<file path="src/logic/memSystem_settings.svh">
`ifndef MEM_SYSTEM_SETTINGS_SVH
`define MEM_SYSTEM_SETTINGS_SVH

// store queue and bank sizes
`define STORE_QUEUE_DEPTH 8
`define PROG_RAM_WORDS    1024
`define VECTOR_RAM_WORDS  8192

// region bounds, program RAM starts at address 0
`define PROG_RAM_HI    16'h03FF
`define VECTOR_LO      16'h2000
`define VECTOR_HI      16'h3FFF
`define PROG_ROM_LO    16'h5000
`define PROG_ROM_HI    16'h7FFF
`define POKEY_LO       16'h1820
`define POKEY_HI       16'h182F
`define POKEY_SOUND    16'h1840
`define MATH_A         16'h1800
`define MATH_B         16'h1810
`define MATH_C         16'h1818
`define MATH_LO        16'h1860
`define MATH_HI        16'h187F

// single-address locations outside the banks
`define STATUS_ADDR    16'h0800
`define OPTION_LO_ADDR 16'h0A00
`define OPTION_HI_ADDR 16'h0C00
`define VG_GO_ADDR     16'h1200
`define VG_RST_ADDR    16'h1600
`define WATCHDOG_ADDR  16'h1400

`endif
</file>
<file path="src/logic/storePkg.sv">
`default_nettype none

package storePkg;

   // one pending vector RAM write
   typedef struct packed {
      logic [15:0] addr;
      logic [7:0]  data;
   } storeEntry_t;

endpackage

`default_nettype wire

</file>
<file path="src/logic/memMapPkg.sv">
`default_nettype none

package memMapPkg;

   typedef enum logic [2:0] {
      BANK_PROG_RAM,
      BANK_VECTOR,
      BANK_PROG_ROM,
      BANK_POKEY,
      BANK_MATH,
      BANK_NONE
   } bankSel_t;

   typedef struct packed {
      logic [15:0] addr;
      logic [7:0]  wdata;
      logic        we;
   } coreReq_t;

   // goes out to the external ROM, POKEY and mathbox
   typedef struct packed {
      logic [15:0] addr;
      logic [7:0]  wdata;
      logic        weRom;
      logic        wePokey;
      logic        weMath;
      logic        soundAccess;
   } periphReq_t;

   typedef struct packed {
      logic [7:0] romData;
      logic [7:0] pokeyData;
      logic [7:0] mathData;
   } periphRsp_t;

   typedef struct packed {
      logic        clk3k;
      logic        halt;
      logic        selfTest;
      logic        coin;
      logic [15:0] optionSwitch;
   } cabinetIn_t;

endpackage

`default_nettype wire

</file>
<file path="src/logic/addrDecoder.sv">
`timescale 1ns/1ps
`default_nettype none
`include "memSystem_settings.svh"

module addrDecoder import memMapPkg::*, storePkg::*; (
   input  wire         clk,
   input  wire         rst,
   input  wire         clkEn,
   input  coreReq_t    req,
   input  cabinetIn_t  cabinet,
   input  wire [7:0]   progRamData,
   input  wire [7:0]   vecRamData,
   input  periphRsp_t  periphRsp,
   output logic [7:0]  dataToCore,
   output logic        progRamWe,
   output logic [9:0]  progRamAddr,
   output storeEntry_t vecStore,
   output logic        vecWe,
   output logic [12:0] vecRamAddr,
   output periphReq_t  periph,
   output logic        vgGo,
   output logic        vgRst,
   output logic        badAccess
);

   bankSel_t    bank;
   bankSel_t    bankQ;
   logic [15:0] addrQ;
   logic        knownAddr;

   always_comb begin
      bank = BANK_NONE;
      if (req.addr <= `PROG_RAM_HI) bank = BANK_PROG_RAM;
      else if (req.addr >= `VECTOR_LO && req.addr <= `VECTOR_HI) bank = BANK_VECTOR;
      else if (req.addr >= `PROG_ROM_LO && req.addr <= `PROG_ROM_HI) bank = BANK_PROG_ROM;
      else if (req.addr >= `POKEY_LO && req.addr <= `POKEY_HI) bank = BANK_POKEY;
      else if (req.addr == `POKEY_SOUND) bank = BANK_POKEY;
      else if (req.addr == `MATH_A || req.addr == `MATH_B || req.addr == `MATH_C) bank = BANK_MATH;
      else if (req.addr >= `MATH_LO && req.addr <= `MATH_HI) bank = BANK_MATH;
   end

   // addresses outside the banks that still have a meaning
   assign knownAddr = (req.addr == `STATUS_ADDR) || (req.addr == `OPTION_LO_ADDR) ||
                      (req.addr == `OPTION_HI_ADDR) || (req.addr == `VG_GO_ADDR) ||
                      (req.addr == `VG_RST_ADDR) || (req.addr == `WATCHDOG_ADDR);

   assign vgGo  = req.we && (req.addr == `VG_GO_ADDR);
   assign vgRst = req.we && (req.addr == `VG_RST_ADDR);

   // writes go straight to the core address, reads use the latched one
   assign progRamWe   = req.we && (bank == BANK_PROG_RAM);
   assign progRamAddr = req.we ? req.addr[9:0] : addrQ[9:0];

   assign vecWe         = req.we && (bank == BANK_VECTOR);
   assign vecStore.addr = req.addr;
   assign vecStore.data = req.wdata;
   assign vecRamAddr    = addrQ[12:0];

   always_comb begin
      periph.addr        = req.addr;
      periph.wdata       = req.wdata;
      // ROM is read-only from the core side
      periph.weRom       = 1'b0;
      periph.wePokey     = req.we && (bank == BANK_POKEY);
      periph.weMath      = req.we && (bank == BANK_MATH);
      periph.soundAccess = (req.addr == `POKEY_SOUND);
   end

   always_ff @(posedge clk) begin
      if (rst) begin
         bankQ     <= BANK_NONE;
         badAccess <= 1'b0;
      end else begin
         badAccess <= clkEn && (bank == BANK_NONE) && !knownAddr;
         if (clkEn) bankQ <= bank;
      end
   end

   always_ff @(posedge clk) begin
      if (clkEn) addrQ <= req.addr;
   end

   always_comb begin
      case (bankQ)
         BANK_PROG_RAM: dataToCore = progRamData;
         BANK_VECTOR:   dataToCore = vecRamData;
         BANK_PROG_ROM: dataToCore = periphRsp.romData;
         BANK_POKEY:    dataToCore = periphRsp.pokeyData;
         BANK_MATH:     dataToCore = periphRsp.mathData;
         default: begin
            case (addrQ)
               `STATUS_ADDR: dataToCore = {cabinet.clk3k, cabinet.halt, 1'b1,
                                           cabinet.selfTest, 3'b111, cabinet.coin};
               `OPTION_LO_ADDR: dataToCore = cabinet.optionSwitch[7:0];
               `OPTION_HI_ADDR: dataToCore = cabinet.optionSwitch[15:8];
               default:         dataToCore = 8'h00;
            endcase
         end
      endcase
   end

endmodule

`default_nettype wire

</file>
<file path="config.mk">
export PLATFORM = sky130hd
export DESIGN_NAME = addrDecoder
export DESIGN_NICKNAME = d
export VERILOG_FILES = /design/src/logic/storePkg.sv /design/src/logic/memMapPkg.sv /design/src/logic/addrDecoder.sv
export VERILOG_INCLUDE_DIRS = /design/src /design/src/logic
export SDC_FILE = /design/constraint.sdc
export NUM_CORES = 1
export LEC_CHECK = 0
export BUFFER_PORTS_ARGS = -buffer_cell sky130_fd_sc_hd__buf_2
export CORE_ASPECT_RATIO = 1.1
export CORE_MARGIN = 1.5
export CORE_UTILIZATION = 39
export DETAILED_ROUTE_END_ITERATION = 7
export GPL_ROUTABILITY_DRIVEN = 0
export PLACE_DENSITY = 0.82
export SETUP_SLACK_MARGIN = 0.5
export SLEW_MARGIN = 25
export SYNTH_ARGS = -nofsm -noshare
export SYNTH_HDL_FRONTEND = slang
export SYNTH_SLANG_ARGS = --single-unit
export TNS_END_PERCENT = 5
</file>
<file path="constraint.sdc">
create_clock -name clk -period 2 [get_ports clk]
set_input_delay 0.1 -clock clk [delete_from_list [all_inputs] [get_ports clk]]
set_output_delay 0.1 -clock clk [all_outputs]
set_load 0.05 [all_outputs]
</file>
==> metrics.md <==
| Metric | Value |
|---|---|
| Die H | 78.5 µm |
| Clk sinks | 20 |
| Gr ovfl total | 0 |
| Clk root buf | clkbuf_8 |
| Hold slack | 0.0387 ns |
| Count of cell types in the netlist | 42 |
| Cell Rows | 27 |
| Global router's overall resource usage | 0.203 |
| First-pass GRT wire length | 9.16 mm |
| Clock Pin Slew Worst Setup and Hold Paths | 0.07 ns |
| Post-synthesis register bit count | 20 |
| Mapped cell area | 0.00202 mm² |
| Max_cap viols | 0 |
| Clk_lat worst skew | 0.25 ns |
| Crit path setup slack, layout | -0.127 ns |
| # setup viols final | 8 |
| Ant diodes | 0 |
| Violated checks | DRC, setup timing |
| Share of cells above drive strength 1 | 0.623 |
| Pre-CTS WS | 0.0440 ns |
| Placed insts | 371 |
| Total Power | 1.57 mW |
| WP data required | 1.90 ns |
| Overall via count from detail_route | 1994 |
| Hold WC Path Type | input pin to flop |
| Crit start category | flop |
| Critical Path Sink Type | output pin |
| Register area | 561 µm² |
| Area growth, synth to finish | 34.4% |
| Buffers on Ports | 150 |
| Status | complete, but fails checks |
| Pre-antenna DRT Iters | 7 |
| Longest Clk Path Bufs | 2 |
| Nets@finish | 407 |
| Final Util | 0.543 |
| Post-Syn Instances | 224 |
| CP Class | flop to output pin |
| Wire per inst | 15.9 µm |
| Die footprint | 0.00562 mm² |
| Hold-critical path depth | 1 |
| Final wirelength | 5.99 mm |
| CTS tree | built |
| NetSw | 692 µW |
| Starting DRT DRC Count | 114 |
| Mean post-synth cell area | 9.02 µm² |
| Cell area power density | 577 mW/mm² |
| Area taken by multi-input logic gates | 0.00109 mm² |
| Chip width | 71.6 µm |
| Peak supply drop | 0.286 mV |
| # fillers | 459 |
| Placeable Area | 0.00500 mm² |
| Final Instance Area | 0.00272 mm² |
| CTS Buf Count | 3 |
| Worst-path maximum fanout | 8 |
| Clock power share | 0.165 |
| Int Power | 874 µW |
| Critical Path AT | 2.03 ns |
| Setup Skew | 0 ns |
| Final Hold Violating Endpoints | 0 |
| Syn nets | 312 |
| Final Cycle Share | 1.06 |
| Unrepaired setup endpoints after global routing | true |
| Combinational fraction of design power | 0.508 |
| Lkg Pwr | 1.26 nW |
| Via/cell ratio | 5.30 |
| Antenna viol nets, final | 0 |
| Minimum clock period | 2.13 ns |
| Sequential-to-total area share from yosys stat | 0.278 |
| Largest net degree at the start of global routing | 22 |
| Vias in the first global route | 1882 |
| F_max | 470 MHz |
| HPWL Detailed | 4.67 mm |
| Synth warn | 0 |
| Placed Instance Area | 0.00253 mm² |
| CTS H-Tree Depth | 1 |
| Final Max Slew Viols | 0 |
| Initial Util | 0.404 |
| Sequential power share | 0.327 |
| Setup TNS | -0.894 ns |
| I/O Pins | 176 |
| Final instance count without filler cells | 376 |
| DRC errors left | 8 |
| Reg2reg path depth | 3 |
| Initial antenna violation count | 0 |
| Sw Share | 0.442 |
[sequential cells by signal, summed over array words and instances, names as in the netlist]
register	count
bankQ	3
addrQ	16
badAccess	1
[per-layer routing]
| metal | wire length [µm] | track usage | up-vias |
|---|---|---|---|
| met1 | 2570 | 0.262 | 934 |
| met3 | 338 | 0.0244 | 14 |
| met5 | 0 | 0 | - |
| li1 | - | - | 950 |
| met2 | 2960 | 0.346 | 96 |
| met4 | 127 | 0.0679 | 0 |
[cells in the final DEF (no fill, tap or decap), types with 2 or more instances in the layout]
master / synthesis / layout
nand3_1: 2 / 2
a21boi_0: 4 / 4
clkbuf_8: 0 / 3
a21oi_1: 9 / 9
o21ai_4: 0 / 7
nor4_4: 1 / 3
edfxtp_1: 16 / 16
nor2_1: 14 / 14
nand2_1: 3 / 3
a22oi_1: 12 / 12
mux2i_1: 5 / 5
nand4_1: 2 / 2
mux2_2: 15 / 15
nand3b_1: 3 / 3
a21o_1: 3 / 3
buf_4: 63 / 13
buf_8: 0 / 2
inv_1: 8 / 8
o211ai_1: 4 / 4
o21ai_0: 9 / 9
nor4_2: 0 / 2
o22a_1: 6 / 6
a211oi_2: 0 / 2
buf_6: 0 / 10
nor3_1: 5 / 4
buf_2: 1 / 132
dfxtp_1: 4 / 4
nor2b_1: 3 / 3
[logic make-up (layout without fill, tap and decap cells)]
logic type	count (synthesis)	in the layout	synth area share
DFF	20	20	0.278
and+or+nand+nor	45	45	0.138
muxes	21	21	0.120
other	1	1	0.00186
AOI/OAI and AO/OA	61	61	0.204
buffers and inverters	76	170	0.259
[Yosys cell counts]
cell type / count / share of area
buf_4: 63 / 0.23
edfxtp_1: 16 / 0.24
mux2_2: 15 / 0.084
nor2_1: 14 / 0.026
a22oi_1: 12 / 0.045
a21oi_1: 9 / 0.022
o21ai_0: 9 / 0.022
inv_1: 8 / 0.015
o21ai_1: 7 / 0.017
o22a_1: 6 / 0.026
mux2i_1: 5 / 0.025
nor3_1: 5 / 0.012
a21boi_0: 4 / 0.015
dfxtp_1: 4 / 0.040
nor4_1: 4 / 0.012
o211ai_1: 4 / 0.015
a21o_1: 3 / 0.011
clkbuf_1: 3 / 0.0056
nand2_1: 3 / 0.0056
nand3b_1: 3 / 0.011
nor2b_1: 3 / 0.0093
a211oi_1: 2 / 0.0074
nand3_1: 2 / 0.0050
nand4_1: 2 / 0.0062
a2bb2oi_1: 1 / 0.0043
a31o_2: 1 / 0.0043
a31oi_1: 1 / 0.0031
and2_1: 1 / 0.0031
and3_1: 1 / 0.0031
and4b_1: 1 / 0.0050
buf_1: 1 / 0.0019
buf_2: 1 / 0.0025
conb_1: 1 / 0.0019
mux4_2: 1 / 0.011
nand2b_1: 1 / 0.0031
nand4_4: 1 / 0.011
nor4_4: 1 / 0.011
nor4bb_1: 1 / 0.0050
o211a_1: 1 / 0.0050
o22ai_2: 1 / 0.0062
or3b_2: 1 / 0.0043
or4_4: 1 / 0.0056
[power groups by stage]
stage               registers [mW]  clock network, mW  logic, mW
floorplan                    0.515                  0      0.691
global placement             0.520                  0      0.745
detailed placement           0.522                  0      0.753
CTS                          0.513              0.260      0.787
global route                 0.517              0.279      0.836
finish                       0.512              0.258      0.796
[final cells by class]
type                    count  share of cell area
clock buffers               3              0.0152
clock inverters             1             0.00138
inverters                   8              0.0111
multi-input cells         128               0.400
flip-flops and latches     20               0.206
well taps                  58              0.0267
repair buffers            158               0.339
[repair_timing]
item / 4_1_cts / 5_1_grt
setup endpoints to repair: 14 / 13
setup buffers: 0 / 1
pin swaps: 6 / 9
endpoints found under the hold margin: 0 / 0
hold buffers: 0 / 0
resized for setup: 31 / 10
[path summary, 6_finish.rpt]
check                              from                     to  slack (ns)
setup / recovery     addrQ[0]$_DFFE_PP_          dataToCore[0]       -0.13
hold / removal                  req[10]     addrQ[1]$_DFFE_PP_        0.04
setup reg to reg  bankQ[0]$_SDFFE_PP1P_  bankQ[0]$_SDFFE_PP1P_        1.02
hold reg to reg   bankQ[1]$_SDFFE_PP0P_  bankQ[1]$_SDFFE_PP0P_        0.56
[worst max-delay path, cell delays in order, from the launching register on]
cell	delay, ns
edfxtp_1	0.40
or4_4	0.55
nor4_4	0.20
nand4_4	0.13
buf_12	0.18
o21ai_4	0.13
buf_6	0.17
(Power assumes the default switching activity.)
