## config.mk

```make
export PLATFORM = sky130hd
export DESIGN_NAME = memStoreQueue
export DESIGN_NICKNAME = d
export VERILOG_FILES = /design/src/logic/memSystem_settings.svh /design/src/logic/storePkg.sv /design/src/logic/memStoreQueue.sv
export SDC_FILE = /design/constraint.sdc
export NUM_CORES = 1
export LEC_CHECK = 0
export BUFFER_PORTS_ARGS = -buffer_cell sky130_fd_sc_hd__buf_4
export CORE_MARGIN = 3
export CORE_UTILIZATION = 40
export DETAILED_ROUTE_END_ITERATION = 16
export GPL_TIMING_DRIVEN = 0
export PLACE_DENSITY = 0.66
export SYNTH_ARGS = -nofsm -noshare
export SYNTH_HDL_FRONTEND = slang
export SYNTH_SLANG_ARGS = --single-unit
```

## constraint.sdc

```tcl
create_clock -name clk -period 7.8 [get_ports clk]
set_input_delay 0.39 -clock clk [delete_from_list [all_inputs] [get_ports clk]]
set_output_delay 0.39 -clock clk [all_outputs]
set_load 0.05 [all_outputs]
```

## src/logic/memSystem_settings.svh

```systemverilog
`ifndef MEM_SYSTEM_SETTINGS_SVH
`define MEM_SYSTEM_SETTINGS_SVH

// store queue and bank sizes
`define STORE_QUEUE_DEPTH 8
`define PROG_RAM_WORDS    1024
`define VECTOR_RAM_WORDS  8192

// region bounds, program RAM starts at address 0
`define PROG_RAM_HI    16'h03FF
`define VECTOR_LO      16'h2000
`define VECTOR_HI      16'h3FFF
`define PROG_ROM_LO    16'h5000
`define PROG_ROM_HI    16'h7FFF
`define POKEY_LO       16'h1820
`define POKEY_HI       16'h182F
`define POKEY_SOUND    16'h1840
`define MATH_A         16'h1800
`define MATH_B         16'h1810
`define MATH_C         16'h1818
`define MATH_LO        16'h1860
`define MATH_HI        16'h187F

// single-address locations outside the banks
`define STATUS_ADDR    16'h0800
`define OPTION_LO_ADDR 16'h0A00
`define OPTION_HI_ADDR 16'h0C00
`define VG_GO_ADDR     16'h1200
`define VG_RST_ADDR    16'h1600
`define WATCHDOG_ADDR  16'h1400

`endif
```

## src/logic/storePkg.sv

```systemverilog
`default_nettype none

package storePkg;

   // one pending vector RAM write
   typedef struct packed {
      logic [15:0] addr;
      logic [7:0]  data;
   } storeEntry_t;

endpackage

`default_nettype wire

```

## src/logic/memStoreQueue.sv

```systemverilog
`timescale 1ns/1ps
`default_nettype none

module memStoreQueue import storePkg::*; #(
   parameter int DEPTH = 8
) (
   input  wire         clk,
   input  wire         rst,
   input  storeEntry_t storeIn,
   input  wire         writeEn,
   input  wire         canWrite,
   output storeEntry_t head,
   output logic        headValid,
   output logic        full,
   output logic        empty
);

   localparam int IDX_W = (DEPTH > 1) ? $clog2(DEPTH) : 1;
   localparam int CNT_W = $clog2(DEPTH + 1);

   storeEntry_t      entries [DEPTH];
   logic [DEPTH-1:0] valid;
   logic [IDX_W-1:0] wrIdx;
   logic [IDX_W-1:0] rdIdx;
   logic [CNT_W-1:0] count;
   logic             lastWriteEn;
   logic             push;
   logic             pop;

   function automatic logic [IDX_W-1:0] nextIdx(input logic [IDX_W-1:0] idx);
      return (idx == IDX_W'(DEPTH - 1)) ? '0 : idx + 1'b1;
   endfunction

   assign full  = (count == CNT_W'(DEPTH));
   assign empty = (count == '0);

   // only a rising edge of writeEn stores, held levels are ignored
   assign push = writeEn && !lastWriteEn && !full;

   // the head entry is only offered while the generator leaves the RAM alone
   assign headValid = canWrite && valid[rdIdx];
   assign pop       = headValid;
   assign head      = entries[rdIdx];

   always_ff @(posedge clk) begin
      if (rst) begin
         lastWriteEn <= 1'b0;
         wrIdx       <= '0;
         rdIdx       <= '0;
         count       <= '0;
         valid       <= '0;
      end else begin
         lastWriteEn <= writeEn;
         if (push) begin
            valid[wrIdx] <= 1'b1;
            wrIdx        <= nextIdx(wrIdx);
         end
         if (pop) begin
            valid[rdIdx] <= 1'b0;
            rdIdx        <= nextIdx(rdIdx);
         end
         // push and pop together leave the count alone
         case ({push, pop})
            2'b10:   count <= count + 1'b1;
            2'b01:   count <= count - 1'b1;
            default: count <= count;
         endcase
      end
   end

   always_ff @(posedge clk) begin
      if (push) begin
         entries[wrIdx] <= storeIn;
      end
   end

endmodule

`default_nettype wire

```

==> results of run 1 <==
-- critical path: cells and delay by family, from the launching register on --
family	cells	cell delay (ns)
DFF	1	0.35
buffers and inverters	3	1.17
muxes	2	0.66
-- synthesized netlist by cell type, types with 2 or more instances --
master	number	share of area
sky130_fd_sc_hd__buf_1	2	0.00090
sky130_fd_sc_hd__a21oi_1	7	0.0042
sky130_fd_sc_hd__buf_2	5	0.0030
sky130_fd_sc_hd__o21ai_0	2	0.0012
sky130_fd_sc_hd__a41oi_1	2	0.0021
sky130_fd_sc_hd__a311oi_1	4	0.0042
sky130_fd_sc_hd__a31oi_1	2	0.0015
sky130_fd_sc_hd__edfxtp_1	192	0.69
sky130_fd_sc_hd__nand2b_1	3	0.0023
sky130_fd_sc_hd__ha_1	7	0.011
sky130_fd_sc_hd__mux4_2	50	0.14
sky130_fd_sc_hd__clkbuf_1	9	0.0041
sky130_fd_sc_hd__nor3_1	2	0.0012
sky130_fd_sc_hd__or3_1	3	0.0023
sky130_fd_sc_hd__nor4_1	4	0.0030
sky130_fd_sc_hd__and2_1	2	0.0015
sky130_fd_sc_hd__nor2_1	13	0.0059
sky130_fd_sc_hd__a211oi_1	2	0.0018
sky130_fd_sc_hd__xor2_1	3	0.0032
sky130_fd_sc_hd__inv_1	5	0.0023
sky130_fd_sc_hd__mux2i_1	3	0.0036
sky130_fd_sc_hd__mux2_2	24	0.032
sky130_fd_sc_hd__o211a_1	2	0.0024
sky130_fd_sc_hd__buf_4	2	0.0018
sky130_fd_sc_hd__buf_6	2	0.0027
sky130_fd_sc_hd__nand2_1	10	0.0045
sky130_fd_sc_hd__dfxtp_1	22	0.053
-- path summary, 6_finish.rpt --
kind,cells after the start,start,end,slack [ns]
worst max-delay path,5,register,head[16],4.74
worst min register to register,2,valid[3]$_SDFF_PP0_,valid[3]$_SDFF_PP0_,0.50
worst min-delay path,1,storeIn[0],entries[5][0]$_DFFE_PP_,0.12
worst max register to register,8,rdIdx[1]$_SDFFE_PP0N_,count[3]$_SDFFE_PP0P_,4.92
-- power groups by stage --
stage                     Combinational (mW)  Sequential, mW  Clock [mW]
after floorplan                        0.149            1.30           0
after global placement                 0.213            1.31           0
after detailed placement               0.226            1.31           0
after CTS                              0.227            1.28        1.03
after global routing                   0.239            1.28        1.08
final                                  0.223            1.28        1.01
-- cell families after synthesis --
group           Yosys count  share of synthesized area
compound gates           23                     0.0210
xor+xnor                  3                    0.00316
fa+ha+maj                 7                     0.0105
buf+inv                  26                     0.0152
flops                   214                      0.746
mux                      77                      0.171
simple gates             48                     0.0329
-- cells in the final DEF, fill, tap and decap left out, drive strengths merged, types with 7 or more instances in the layout --
cell type and instances:
a21oi 7, buf 85, clkbuf 34, clkinv 8, dfxtp 22, edfxtp 192
ha 7, inv 7, mux2 24, mux4 50, nand2 10, nor2 14
-- per-layer routing --
metal	wire, µm	share of wire	GRT usage	vias to the layer above
met2	8080	0.50	0.247	110
met4	357	0.022	0.0425	0
li1	-	-	-	1841
met5	0	0	0	-
met3	826	0.052	0.0259	30
met1	6760	0.42	0.199	2139
-- layout make-up --
| class | count | share of cell area |
|---|---|---|
| clock buffer | 25 | 0.0548 |
| tap | 270 | 0.0336 |
| timing repair buffer | 74 | 0.0639 |
| inverter | 6 | 0.00224 |
| clock inverter | 13 | 0.0146 |
| buffer | 20 | 0.0103 |
| multi-input combinational | 158 | 0.203 |
| sequential | 214 | 0.618 |
-- state kept, by name (all words and copies together), names as in the netlist, named ones only --
register,cells
wrIdx,3
count,4
entries,192
valid,8
lastWriteEn,1
rdIdx,3
-- per-stage QoR --
stage                     instance area (µm²)  instances
after global routing                    10000        780
after detailed placement                 9350        742
after CTS                               10000        780
after global placement                   9060        721
final                                   10000        780
after floorplan                          8320        398
==> out/summary.md, run 1 <==
The run gives 10800 µm as the half-perimeter wire length of the detailed placement result. The worst setup path is launched from a register. Ratio of routed vias to standard cells: 5.28.

Before antenna repair, the detailed router went through 5 iterations. STA puts the critical path data arrival time at 2.67 ns. The number of filler instances in the final layout is 1622, and the largest net degree at the start of global routing is 16. The run gives 0 as the DRC violation count after routing.

Once detail routing completed, the nets flagged for antenna violations numbered 0. The clock network power share came out at 0.401. In the final routed layout, each cell accounts on average for 20.5 µm.

Post-synth design cell area: 8320 µm². The mean cell area of the mapped netlist is 20.9 µm², and the number of synthesized register bits is 214. The analysis attributes to net switching a power of 544 µW. The worst slew margin relative to its limit was 0.470; the placer's final routability congestion estimate was 0.781.

Number of buffers created by CTS: 21. The primary flip-flop cell chosen by synthesis mapping was sky130_fd_sc_hd__edfxtp_1. The logs give 0.510 for the sequential power share and 0.409 for the initial core utilization. The maximum ir drop on the vdd rail was 0.138 mV; the number of max-cap violations was 0.

The clock period minus final worst setup slack works out to 3.06 ns. The run gives 0.089 as the portion of total power attributed to combinational logic. The clock drives 214 sinks. Sequential element share of the synthesized area: 0.746.

The number of pins with negative max-slew slack in the final report was 0; the clock tree skew after final layout was 0.0172 ns. Summing all flip-flop and latch instances after layout gives 6210 µm². The number of buffers on the longest clock path was 3. The tools report the pre-CTS worst setup slack as 4.94 ns. The routed layout has 4120 vias. The number of global-route vias before repair was 4380. Buffers placed on the I/O ports in this run total 53. The cell sitting at the root of the clock tree is a sky130_fd_sc_hd__clkbuf_16. The die is 150 µm tall. Required time of the critical path: 7.41 ns. Total inserted antenna cells: 0. Final hold analysis gives a worst-case slack of 0.124 ns.

For this design the top-level I/O count stands at 55. The run gives 4.74 ns as the final worst setup slack. Wires add up to 16000 µm. The all-layer global routing usage is 0.147, and the slew of the pin with the lowest slew margin is 0.796 ns. The ratio of final minimum period to clock period works out to 0.393. The run gives 22600 µm² as the area enclosed by the die boundary. The class of the worst hold path is input port to register.

The total power draw is 2.51 mW. The number of synthesized flops with an enable pin is 192. The number of setup violations in the final report was 0; the number of nets in the final layout was 530. Relative to the synthesized area, the layout overhead comes to 20.8%.

The run finished with clean final reports. The worst setup path is of the register to output pin kind. The total power density per cell area was 250 nW/µm². The floorplan core area was 20400 µm²; the net switching fraction of the power was 0.217. For the deepest level of the CTS H-tree, the log shows 1.

The slowest library cell on the worst path is sky130_fd_sc_hd__clkbuf_1. The run gives 0 as the initial antenna violation count. The tools report the endpoint type of the worst setup path as an output pin. TritonCTS built the clock tree. Counting distinct cell types in the post-synthesis netlist gives 41. The number of nets produced by synthesis is 433. Setup repair after global routing left no endpoint under its margin. The achievable clock frequency is 0.327 GHz, and the worst-skew pair later-pin latency is 0.50 ns. The critical path goes through clkbuf_1 -> buf_2 -> mux4_2 -> mux2_2 -> buf_4.

The largest incremental delay on the critical path is 0.51 ns, and the total setup buffers inserted after CTS is 0. The post-synthesis async set-or-reset flop share is 0, and the first-pass GRT wire length is 25100 µm. The fraction of final layout cells with drive strength greater than 1 works out to 0.400. For the internal power, the log shows 1.97 mW. The logs give 0 ns for the total negative setup slack and 2040 µm² for the multi-input combinational cell area.

The total count of hold-check failures in the final report is 0, and the width of the die is 150 µm. Buffers inserted to repair hold after CTS numbered 0. After clock tree synthesis, the repair step resized 0 gates.

For the gate count after technology mapping, the log shows 398. Summed over all layers, the global routing overflow is 0. The post-route core utilization is 0.493, and the total number of placement rows is 52.

For this block, the initial DRC count from the detailed router was 385. The clock transition time at the flip-flop clock pins of the worst setup and hold paths is 0.06 ns, and the leakage power figure is 3.35 nW. The number of synthesis warnings was 0; the worst-path maximum fanout was 10.
Power figures use the tool's default switching activity.
==> run 2, diff against run 1 <==
Clock period 7.8 ns to 3 ns, I/O delays scaled along.
==> out/summary.md, run 2 (synthesized netlist as in run 1, its figures left out) <==
The worst slew margin relative to its limit was 0.423 (-0.0467). Setup repair after global routing left no endpoint under its margin. The slowest library cell on the worst path was sky130_fd_sc_hd__or4b_1.

The placer's final routability congestion estimate was 0.814 (+4.3%). The total power density per cell area works out to 647 nW/µm² (+160%). The tools report the total detailed-routing wirelength as 16200 µm (+1.1%). Initial core utilization: 0.409 (unchanged). For the finished layout, the period the worst path requires is 2.83 ns.

For the number of setup violations in the final report, the log shows 0 (unchanged). In this run the critical register-to-register path is captured at count[3]$_SDFFE_PP0P_. The fraction of final layout cells with drive strength greater than 1 works out to 0.374 (-0.0264). The tools report the endpoint type of the worst setup path as a register. The initial antenna violation count was 0 (unchanged).

The number of buffers on the longest clock path is 3 (unchanged). The critical path in this run is classified as register to register. The wire length per cell after detailed routing came out at 20.2 µm (-1.5%). The number of nets in the final layout was 553 (+4.3%); the die extent in y was 150 µm (unchanged). The area after detailed placement is 9370 µm² (+0.13%), and the slew of the pin with the lowest slew margin is 0.863 ns (+0.0672 ns). Number of buffers created by CTS: 22 (+4.8%).

The via total after detailed routing was 4124 (+0.097%). The tools report the global-route congestion overflow total as 0 (unchanged). The run gives 0.509 (+0.0152) as the post-route core utilization. TritonCTS built the clock tree.

The class of the worst hold path is input port to register. The first-pass GRT wire length came out at 25300 µm (+0.71%). Total inserted antenna cells: 0 (unchanged). The area enclosed by the die boundary is 22600 µm² (unchanged). The ratio of final minimum period to clock period came out at 0.943. The run finished with clean final reports. The first-pass detailed-route iteration total was 4 (-1). For this run, the top clock speed supported by timing is 0.353 GHz. The number of filler instances in the final layout is 1580 (-2.6%). In this run the worst setup path terminates at count[3]$_SDFFE_PP0P_.

Walking the worst path, the cells encountered are buf_6 -> mux4_2 -> a22oi_4 -> inv_1 -> ha_1 -> or4b_1 -> a31o_2 -> a21oi_1. The tools report the buffer type at the clock tree root as sky130_fd_sc_hd__clkbuf_16. For the largest net degree at the start of global routing, the log shows 15 (-1). The logs give 0 ns (unchanged) for the total negative setup slack and 1 (unchanged) for the deepest level of the CTS H-tree. For the arrival time at the worst endpoint, the log shows 3.24 ns (+0.57 ns). The run gives 0 (unchanged) as the DRC violation count after routing. The CTS sink count came out at 214 (unchanged). The commonest non-fill, non-tap cell in the layout was sky130_fd_sc_hd__edfxtp_1.

The clock transition time at the flip-flop clock pins of the worst setup and hold paths was 0.06 ns (about the same); the ratio of routed vias to standard cells was 5.16 (-2.4%). The number of primary I/O pins was 55 (unchanged). Leakage power figure: 3.46 nW (+3.3%). Tracing the worst setup path back leads to its startpoint at rdIdx[1]$_SDFFE_PP0N_. The top cell types in the final layout, fill and taps aside, are sky130_fd_sc_hd__edfxtp_1, sky130_fd_sc_hd__buf_4, sky130_fd_sc_hd__mux4_2, sky130_fd_sc_hd__dlygate4sd3_1, sky130_fd_sc_hd__mux2_2. Flip-flop count of the largest register after layout: 192 (unchanged). The register with the highest flop count is entries. The tools report the area of all placed cells without fillers as 10400 µm² (+3.1%). The total count of hold-check failures in the final report came out at 0 (unchanged). The run gives 0 (unchanged) as the number of max-cap violations.

The register-to-register path setup slack is 0.17 ns (-4.75 ns). The floorplan core area was 20400 µm² (unchanged). STA classifies the critical path startpoint as a register. Width of the die: 150 µm (unchanged). The number of pins with negative max-slew slack in the final report is 0 (unchanged). The clock tree skew after final layout came out at 0.00913 ns (-0.00809 ns). For the number of global-route vias before repair, the log shows 4434 (+1.2%). The startpoint identified for the worst register-to-register timing path is rdIdx[1]$_SDFFE_PP0N_.

The tools report the maximum ir drop on the vdd rail as 0.310 mV (+120%). The required time of the critical path is 3.41 ns (-4.00 ns), and the worst-skew pair later-pin latency is 0.49 ns (about the same). The worst-path maximum fanout is 9 (-1), and the cell count of the worst reg-to-reg path is 8 (unchanged). The count of buffers inserted at the top-level ports is 53 (unchanged).

The largest registers in the layout are entries: 192 flops, valid: 8 flops, count: 4 flops. The all-layer global routing usage came out at 0.147 (about the same). The run gives 0 (unchanged) as the number of routed nets with antenna violations. The synthesis-to-finish area growth was 24.5%. The largest incremental delay on the critical path works out to 0.58 ns (+0.07 ns). Initial detailed-routing violation count: 253 (-34%). The total number of placement rows was 52 (unchanged); the half-perimeter wire length of the detailed placement result was 10500 µm (-2.4%).
-- run 2: area by class of cell --
class / count / area [µm²] / area share
flip-flops and latches: 214 / 6210 / 0.599
clock inverters: 8 / 139 / 0.0134
multi-input cells: 158 / 2060 / 0.199
well taps: 270 / 338 / 0.0326
clock buffers: 28 / 594 / 0.0574
plain buffers: 20 / 104 / 0.0100
repair buffers: 96 / 897 / 0.0866
inverters: 6 / 22.5 / 0.00217
-- run 2: per-layer routing --
metal / GRT usage / part of all wire / vias to the layer above
met5: 0 / 0 / -
met4: 0.0384 / 0.017 / 0
met3: 0.0211 / 0.051 / 25
met2: 0.245 / 0.49 / 104
met1: 0.206 / 0.44 / 2114
li1: - / - / 1881
-- run 2: metrics by stage --
| stage | setup slack, ns | hold slack [ns] | total power, mW | cells |
|---|---|---|---|---|
| 2_1_floorplan | -0.566 | 0.249 | 3.78 | 398 |
| 3_3_place_gp | -2.89 | 0.379 | 3.95 | 721 |
| 3_5_place_dp | 0.102 | 0.384 | 3.98 | 738 |
| 4_1_cts | 0.0784 | 0.0169 | 6.77 | 799 |
| 5_1_grt | 0.0334 | 0.0500 | 6.91 | 800 |
| 6_report | 0.170 | 0.0301 | 6.70 | 800 |
-- run 2: timing repair --
item | in CTS | in global routing
hold buffers | 25 | 0
setup buffers | 0 | 1
hold endpoints to repair | 193 | 0
setup endpoints to repair | 0 | 2
resized for setup | 0 | 1
-- run 2: worst min path at each step --
stage | endpoint | cells after the start | start
after floorplan | entries[0][0]$_DFFE_PP_ | 0 | storeIn[0]
after global placement | entries[2][0]$_DFFE_PP_ | 1 | storeIn[0]
after detailed placement | entries[6][4]$_DFFE_PP_ | 1 | storeIn[4]
after CTS | lastWriteEn$_SDFF_PP0_ | 2 | rst
after global routing | lastWriteEn$_SDFF_PP0_ | 2 | rst
final | lastWriteEn$_SDFF_PP0_ | 2 | rst
-- run 2: power breakdown --
part	switching, mW	internal (mW)
clock	1.03	1.73
combinational	0.355	0.255
sequential	0.0234	3.31
-- run 2: critical path: cells and delay by family (launching register included) --
| kind | cells | cell delay [ns] |
|---|---|---|
| AO/OA/AOI/OAI | 3 | 0.61 |
| adder cells (fa/ha/maj) | 1 | 0.37 |
| buffers and inverters | 2 | 0.27 |
| flip-flops | 1 | 0.37 |
| multiplexers | 1 | 0.54 |
| AND/OR/NAND/NOR | 1 | 0.58 |
